<file path="src/hw/sprite_io_pkg.sv">
//**************************************************
// Register map and widths for the sprite I/O slave
// Word index is taken from address bits 5 to 2
// Narrow registers read back zero-extended
//**************************************************

package sprite_io_pkg;

   //**************************************************
   // Widths
   //**************************************************

   // Wishbone data word and slave byte address
   typedef logic [31:0] wb_dat_t;
   typedef logic [5:0]  wb_adr_t;

   typedef logic [3:0]  reg_idx_t;

   // Up, down, left, right, centre from bit 4 down
   typedef logic [4:0]  btn_t;

   // Enough for 640x480
   typedef logic [9:0]  coord_t;

   typedef logic [15:0] gpio_t;

   //**************************************************
   // Register map
   //**************************************************

   localparam reg_idx_t REG_BTN      = 4'd0;
   localparam reg_idx_t REG_ROW      = 4'd1;
   localparam reg_idx_t REG_COL      = 4'd2;
   localparam reg_idx_t REG_SCRATCH  = 4'd3;
   localparam reg_idx_t REG_GPIO_OUT = 4'd4;
   localparam reg_idx_t REG_GPIO_OE  = 4'd5;
   localparam reg_idx_t REG_GPIO_IN  = 4'd6;

   // Reset values and synchronizer depth
   localparam coord_t SPRITE_RESET_POS = 10'd100;
   localparam int     SYNC_STAGES      = 2;

endpackage

</file>
<file path="src/hw/wb_slave_port.sv">
//**************************************************
// Wishbone classic slave front end
// One wait state per access, ack lasts one cycle
// Master must hold adr, dat, we, cyc, stb until ack
// Index is passed through, never decoded here
//**************************************************

`timescale 1ns/10ps

module wb_slave_port (
   input  logic                    clk,
   input  logic                    wb_rst,
   // Bus master side
   input  sprite_io_pkg::wb_adr_t  i_wb_adr,
   input  sprite_io_pkg::wb_dat_t  i_wb_dat,
   input  logic                    i_wb_we,
   input  logic                    i_wb_cyc,
   input  logic                    i_wb_stb,
   output sprite_io_pkg::wb_dat_t  o_wb_rdt,
   output logic                    o_wb_ack,
   // Register bank side
   output logic                    o_wr_en,
   output sprite_io_pkg::reg_idx_t o_idx,
   output sprite_io_pkg::wb_dat_t  o_wdat,
   input  sprite_io_pkg::wb_dat_t  i_sprite_rdat,
   input  sprite_io_pkg::wb_dat_t  i_gpio_rdat
);

   import sprite_io_pkg::*;

   logic ack_ff;
   logic req;

   // New request seen while no ack is out
   assign req = i_wb_cyc & i_wb_stb & ~ack_ff;

   //**************************************************
   // Handshake
   //**************************************************

   // Ack drops after one cycle even if stb stays high
   always_ff @(posedge clk or posedge wb_rst) begin
      if (wb_rst) begin
         ack_ff <= 1'b0;
      end else begin
         ack_ff <= req;
      end
   end

   assign o_wb_ack = ack_ff;

   // Banks update on the edge that raises ack
   assign o_wr_en = req & i_wb_we;
   assign o_idx   = i_wb_adr[5:2];
   assign o_wdat  = i_wb_dat;

   //**************************************************
   // Read data
   //**************************************************

   // Banks return zero outside their own range
   always_ff @(posedge clk) begin
      if (req) begin
         o_wb_rdt <= i_sprite_rdat | i_gpio_rdat;
      end
   end

   // Back-to-back requests still get a gap between acks
   a_ack_single : assert property (@(posedge clk) disable iff (wb_rst)
      o_wb_ack |=> !o_wb_ack);

   // No ack without a request on the previous cycle
   a_ack_after_req : assert property (@(posedge clk) disable iff (wb_rst)
      o_wb_ack |-> $past(i_wb_cyc && i_wb_stb));

endmodule

</file>
<file path="src/hw/sprite_regs.sv">
//**************************************************
// Button input and sprite position registers
// Indices 0 to 3, other indices read as zero
// Buttons pass a 2-flop synchronizer before read
// Row and column come out of reset at 100
//**************************************************

`timescale 1ns/10ps

module sprite_regs (
   input  logic                    clk,
   input  logic                    wb_rst,
   // From the bus port
   input  logic                    i_wr_en,
   input  sprite_io_pkg::reg_idx_t i_idx,
   input  sprite_io_pkg::wb_dat_t  i_wdat,
   output sprite_io_pkg::wb_dat_t  o_rdat,
   // Board side
   input  sprite_io_pkg::btn_t     i_btn,
   output sprite_io_pkg::coord_t   o_sprite_row,
   output sprite_io_pkg::coord_t   o_sprite_col
);

   import sprite_io_pkg::*;

   btn_t [SYNC_STAGES-1:0] btn_sync;
   coord_t                 row_q;
   coord_t                 col_q;
   wb_dat_t                scratch_q;

   //**************************************************
   // Button synchronizer
   //**************************************************

   always_ff @(posedge clk or posedge wb_rst) begin
      if (wb_rst) begin
         btn_sync <= '0;
      end else begin
         btn_sync[0] <= i_btn;
         for (int i = 1; i < SYNC_STAGES; i++) begin
            btn_sync[i] <= btn_sync[i-1];
         end
      end
   end

   //**************************************************
   // Writable registers
   //**************************************************

   // Sprite position, low bits of the data word
   always_ff @(posedge clk or posedge wb_rst) begin
      if (wb_rst) begin
         row_q <= SPRITE_RESET_POS;
         col_q <= SPRITE_RESET_POS;
      end else if (i_wr_en) begin
         if (i_idx == REG_ROW) begin
            row_q <= i_wdat[$bits(coord_t)-1:0];
         end
         if (i_idx == REG_COL) begin
            col_q <= i_wdat[$bits(coord_t)-1:0];
         end
      end
   end

   // Scratch word for software use
   always_ff @(posedge clk or posedge wb_rst) begin
      if (wb_rst) begin
         scratch_q <= '0;
      end else if (i_wr_en && (i_idx == REG_SCRATCH)) begin
         scratch_q <= i_wdat;
      end
   end

   assign o_sprite_row = row_q;
   assign o_sprite_col = col_q;

   //**************************************************
   // Read-back
   //**************************************************

   always_comb begin
      case (i_idx)
         REG_BTN:     o_rdat = wb_dat_t'(btn_sync[SYNC_STAGES-1]);
         REG_ROW:     o_rdat = wb_dat_t'(row_q);
         REG_COL:     o_rdat = wb_dat_t'(col_q);
         REG_SCRATCH: o_rdat = scratch_q;
         // Not ours, let the other bank answer
         default:     o_rdat = '0;
      endcase
   end

   // VGA side must never see an unknown position
   a_pos_known : assert property (@(posedge clk) disable iff (wb_rst)
      !$isunknown({o_sprite_row, o_sprite_col}));

endmodule

</file>
<file path="src/hw/gpio_bank.sv">
//**************************************************
// 16-pin GPIO bank, indices 4 to 6
// Pads leave as separate out, enable and in ports
// Pad read goes through a 2-flop synchronizer
//**************************************************

`timescale 1ns/10ps

module gpio_bank (
   input  logic                    clk,
   input  logic                    wb_rst,
   // From the bus port
   input  logic                    i_wr_en,
   input  sprite_io_pkg::reg_idx_t i_idx,
   input  sprite_io_pkg::wb_dat_t  i_wdat,
   output sprite_io_pkg::wb_dat_t  o_rdat,
   // Pad side
   input  sprite_io_pkg::gpio_t    i_gpio_in,
   output sprite_io_pkg::gpio_t    o_gpio_out,
   output sprite_io_pkg::gpio_t    o_gpio_oe
);

   import sprite_io_pkg::*;

   gpio_t [SYNC_STAGES-1:0] pad_sync;
   gpio_t                   out_q;
   gpio_t                   oe_q;

   //**************************************************
   // Output data and enable
   //**************************************************

   // All pins come up as inputs
   always_ff @(posedge clk or posedge wb_rst) begin
      if (wb_rst) begin
         out_q <= '0;
         oe_q  <= '0;
      end else if (i_wr_en) begin
         if (i_idx == REG_GPIO_OUT) begin
            out_q <= i_wdat[$bits(gpio_t)-1:0];
         end
         if (i_idx == REG_GPIO_OE) begin
            oe_q <= i_wdat[$bits(gpio_t)-1:0];
         end
      end
   end

   assign o_gpio_out = out_q;
   assign o_gpio_oe  = oe_q;

   //**************************************************
   // Pad input synchronizer
   //**************************************************

   always_ff @(posedge clk or posedge wb_rst) begin
      if (wb_rst) begin
         pad_sync <= '0;
      end else begin
         pad_sync[0] <= i_gpio_in;
         for (int i = 1; i < SYNC_STAGES; i++) begin
            pad_sync[i] <= pad_sync[i-1];
         end
      end
   end

   // Read-back, zero outside our indices
   always_comb begin
      case (i_idx)
         REG_GPIO_OUT: o_rdat = wb_dat_t'(out_q);
         REG_GPIO_OE:  o_rdat = wb_dat_t'(oe_q);
         REG_GPIO_IN:  o_rdat = wb_dat_t'(pad_sync[SYNC_STAGES-1]);
         default:      o_rdat = '0;
      endcase
   end

   // Pins must not drive while the board is in reset
   a_oe_reset : assert property (@(posedge clk)
      wb_rst |-> (o_gpio_oe == '0));

endmodule

</file>
<file path="src/hw/sprite_io_top.sv">
//**************************************************
// Sprite I/O slave top level
// Wishbone classic, one access in flight, 2 cycles
// No sel, err or retry, only full-word accesses
//**************************************************

`timescale 1ns/10ps

module sprite_io_top (
   input  logic                   clk,
   input  logic                   wb_rst,
   // Wishbone classic slave
   input  sprite_io_pkg::wb_adr_t i_wb_adr,
   input  sprite_io_pkg::wb_dat_t i_wb_dat,
   input  logic                   i_wb_we,
   input  logic                   i_wb_cyc,
   input  logic                   i_wb_stb,
   output sprite_io_pkg::wb_dat_t o_wb_rdt,
   output logic                   o_wb_ack,
   // Buttons and VGA sprite position
   input  sprite_io_pkg::btn_t    i_btn,
   output sprite_io_pkg::coord_t  o_sprite_row,
   output sprite_io_pkg::coord_t  o_sprite_col,
   // GPIO pads
   input  sprite_io_pkg::gpio_t   i_gpio_in,
   output sprite_io_pkg::gpio_t   o_gpio_out,
   output sprite_io_pkg::gpio_t   o_gpio_oe
);

   import sprite_io_pkg::*;

   // Shared register bus to both banks
   logic     wr_en;
   reg_idx_t idx;
   wb_dat_t  wdat;

   // Read data back from each bank
   wb_dat_t  sprite_rdat;
   wb_dat_t  gpio_rdat;

   //**************************************************
   // Bus front end
   //**************************************************

   wb_slave_port u_port (
      .clk           (clk),
      .wb_rst        (wb_rst),
      .i_wb_adr      (i_wb_adr),
      .i_wb_dat      (i_wb_dat),
      .i_wb_we       (i_wb_we),
      .i_wb_cyc      (i_wb_cyc),
      .i_wb_stb      (i_wb_stb),
      .o_wb_rdt      (o_wb_rdt),
      .o_wb_ack      (o_wb_ack),
      .o_wr_en       (wr_en),
      .o_idx         (idx),
      .o_wdat        (wdat),
      .i_sprite_rdat (sprite_rdat),
      .i_gpio_rdat   (gpio_rdat)
   );

   //**************************************************
   // Register banks
   //**************************************************

   sprite_regs u_sprite (
      .clk          (clk),
      .wb_rst       (wb_rst),
      .i_wr_en      (wr_en),
      .i_idx        (idx),
      .i_wdat       (wdat),
      .o_rdat       (sprite_rdat),
      .i_btn        (i_btn),
      .o_sprite_row (o_sprite_row),
      .o_sprite_col (o_sprite_col)
   );

   gpio_bank u_gpio (
      .clk        (clk),
      .wb_rst     (wb_rst),
      .i_wr_en    (wr_en),
      .i_idx      (idx),
      .i_wdat     (wdat),
      .o_rdat     (gpio_rdat),
      .i_gpio_in  (i_gpio_in),
      .o_gpio_out (o_gpio_out),
      .o_gpio_oe  (o_gpio_oe)
   );

endmodule

</file>
<file path="config.mk">
export PLATFORM = sky130hd
export DESIGN_NAME = sprite_io_top
export DESIGN_NICKNAME = d
export VERILOG_FILES = /design/src/hw/sprite_io_pkg.sv /design/src/hw/wb_slave_port.sv /design/src/hw/sprite_regs.sv /design/src/hw/gpio_bank.sv /design/src/hw/sprite_io_top.sv
export SDC_FILE = /design/constraint.sdc
export NUM_CORES = 1
export LEC_CHECK = 0
export ABC_AREA = 1
export CAP_MARGIN = 10
export CORE_MARGIN = 5
export CORE_UTILIZATION = 25
export CTS_BUF_LIST = sky130_fd_sc_hd__clkbuf_8
export CTS_CLUSTER_DIAMETER = 40
export CTS_CLUSTER_SIZE = 30
export DETAILED_ROUTE_END_ITERATION = 8
export DONT_BUFFER_PORTS = 1
export HOLD_SLACK_MARGIN = 0.06
export SLEW_MARGIN = 20
export SYNTH_ARGS = -nofsm -noshare
export SYNTH_HDL_FRONTEND = slang
export SYNTH_SLANG_ARGS = --single-unit
export TNS_END_PERCENT = 20
</file>
<file path="constraint.sdc">
create_clock -name clk -period 3.9 [get_ports clk]
set_input_delay 0 -clock clk [delete_from_list [all_inputs] [get_ports clk]]
set_output_delay 0 -clock clk [all_outputs]
set_load 0.01 [all_outputs]
</file>
==> flow_summary.json <==
{
  "synthesis.area_um2": 6210,
  "required_ps": 4240,
  "rsz0062_at_grt": "no",
  "worst_slack_ps": 1740,
  "regArea_um2": 4150,
  "synth.area.top_cells": "dfrtp_1 49%, edfxtp_1 15%, nand2_1 11%",
  "finalCritPeriodShare_pct": 55.4,
  "crit_path_start_kind": "flip-flop",
  "critical_path_class": "flip-flop to flip-flop",
  "h-tree-depth": 4,
  "fin_area_um2": 7730,
  "core-area_um2": 24400,
  "netlist-cell-type-count": 18,
  "drcViolationCount": 0,
  "firstDrtPassIters": 9,
  "wl_per_cell_um": 17.9,
  "die_area_um2": 28100,
  "path_max_fanout": 48,
  "pwr-share-clk_pct": 37.0,
  "final_cell_mix": "179 x nand2_1, 121 x dfrtp_1, 78 x dlygate4sd3_1",
  "leakagePower_nw": 3.44,
  "drive_gt1_share_pct": 8.41,
  "setup_viol": 0,
  "drv_cap": 0,
  "diodes": 0,
  "dp_slack_ps": 1730,
  "p_sw_share_pct": 27.6,
  "min_delay_path_depth": 5,
  "cp-end-kind": "flip-flop",
  "cp_cell_sequence": "inv_1, nand3_1, nor2_1, buf_4, nand2_2, o21ai_0",
  "grt_start_max_net_pins": 83,
  "hold_path.class": "primary input to flip-flop",
  "power_density_nw_per_um2": 462,
  "antenna_found_initial": 0,
  "reg2reg_to": "u_sprite.scratch_q[14]",
  "cpMaxStageDelayCell": "nand2_2",
  "period_needed_ps": 2160,
  "grt_pass1_wl_um": 28400,
  "ys_ff_latch": 159,
  "seqPwrFrac_pct": 55.4,
  "start_util_pct": 25.5,
  "cts_tree": "done",
  "ys_seq_area_share_pct": 66.8,
  "via_per_inst": 4.35,
  "synth_area_per_cell_um2": 9.75,
  "slowest_delay_ps": 650,
  "rr_worst_depth": 6,
  "relSlewSlack_pct": 25.5,
  "nNetsFinal": 776,
  "intPower_mw": 2.59,
  "grt_overflow": 0,
  "hold_end": "u_port.o_wb_rdt[12]",
  "grt_usage_pct": 13.4,
  "drt_iter0_markers": 426,
  "drv_slew": 0,
  "p_total_mw": 3.57,
  "area_growth_syn_to_layout_pct": 24.6,
  "r2r_setup_slack_ps": 1740,
  "multiInputGateArea_um2": 1720,
  "critPathArrivalTime_ps": 2500,
  "fin_skew_ps": 16.3,
  "r2r_start": "u_port.o_wb_ack",
  "fillCellCount": 2515,
  "grt_pass1_vias": 4490,
  "switching_power_uw": 986,
  "postRouteAntennaNets": 0,
  "numCtsBuffers": 17,
  "port_buffers": 0,
  "min_from": "i_wb_adr[3]",
  "combPwrFrac_pct": 7.6,
  "cts.reportedPaths.clkPinSlew_ps": 100,
  "worst_pin_slew_ps": 1120,
  "gp_congestion": 0.735,
  "ir_drop_mv": 0.233,
  "ios": 149,
  "cts_max_path_buffers": 2,
  "status": "finished clean",
  "drt_wl_total_um": 18700,
  "fmax_mhz": 463,
  "row_count": 57,
  "vias": 4561,
  "yosys.area.top_type_share_pct": 48.8,
  "clk_latency_ps": 450,
  "post_dp_cell_area_um2": 6540,
  "syn-num-nets": 701,
  "die_h_um": 168,
  "final_common_cell": "nand2_1",
  "synthCells": 637,
  "numClockSinks": 159,
  "die_w_um": 168,
  "fin_tns_setup_ps": 0,
  "hold_viol": 0,
  "root_buffer": "clkbuf_8",
  "synth_warnings": 0,
  "postCtsSetupRepairBufs": 0,
  "hpwl_um": 11800,
  "synth_top_area_cell": "dfrtp_1"
}
cells by family after synthesis:
group / count (synthesis) / synth area share [%]
AO/OA/AOI/OAI: 68 / 5.72
buffers and inverters: 86 / 5.76
flip-flops: 159 / 66.8
AND/OR/NAND/NOR: 324 / 21.7
power by group through the flow:
stage               registers (mW)  logic, mW  clock network [mW]
detailed placement            2.02      0.220                   0
global route                  2.00      0.314                1.43
floorplan                     1.98      0.163                   0
finish                        1.98      0.272                1.32
global placement              2.02      0.213                   0
CTS                           1.98      0.277                1.37
Yosys cell counts, drive strengths merged:
master / n
dfstp: 6
buf: 14
o21ai: 68
nand4: 7
nor2: 63
nand3: 73
edfxtp: 32
inv: 56
clkbuf: 15
clkinv: 1
dfrtp: 121
nand2: 181
repair_timing:
action | in CTS | in global routing
resized for setup | 0 | 0
endpoints found under the hold margin | 190 | 0
hold buffers | 78 | 0
metal layers:
metal	global-route usage, %	wire (um)	vias to the layer above
met3	4.62	1350	5
met2	22.3	9090	143
met4	3.28	135	0
li1	-	-	2185
met5	0	0	-
met1	16.8	8160	2228
per-stage QoR:
stage | util (%) | hold slack (ps) | std cells
3_3_place_gp | 26.8 | 31.5 | 939
2_1_floorplan | - | 31.4 | 637
3_5_place_dp | 26.8 | 31.5 | 939
5_1_grt | 31.7 | 69.7 | 1049
4_1_cts | 31.7 | 60.8 | 1049
6_report | 31.7 | 102 | 1049
worst max-delay path, delay by kind of cell (launching register included):
family	cells	cell delay, ps
simple gates	3	860
buf+inv	2	350
compound gates	1	400
flops	1	420
cell type report:
class,instances,share of cell area [%]
multi-input cells,392,22.2
well taps,324,5.24
clock buffers,17,3.02
clock inverters,15,2.35
repair buffers,85,10.8
flip-flops and latches,159,53.6
inverters,57,2.83
sequential cells by signal (all words and copies together) (netlist names), 10 cells and up:
signal and flops:
u_gpio.pad_sync 32, u_sprite.o_sprite_row 10, u_gpio.o_gpio_out 16, u_sprite.o_sprite_col 10, u_gpio.o_gpio_oe 16, u_sprite.btn_sync 10
u_sprite.scratch_q 32, u_port.o_wb_rdt 32
worst max-delay path by stage:
| stage | from | endpoint | slack (ps) |
|---|---|---|---|
| 2_1_floorplan | wb_rst | u_gpio.o_gpio_oe[0] | 530 |
| 3_3_place_gp | u_port.o_wb_ack | u_sprite.scratch_q[8] | 1760 |
| 3_5_place_dp | u_port.o_wb_ack | u_sprite.scratch_q[11] | 1730 |
| 4_1_cts | u_port.o_wb_ack | u_sprite.scratch_q[11] | 1700 |
| 5_1_grt | u_port.o_wb_ack | u_sprite.scratch_q[4] | 1490 |
| 6_report | u_port.o_wb_ack | u_sprite.scratch_q[14] | 1740 |
(Power assumes the default switching activity.)
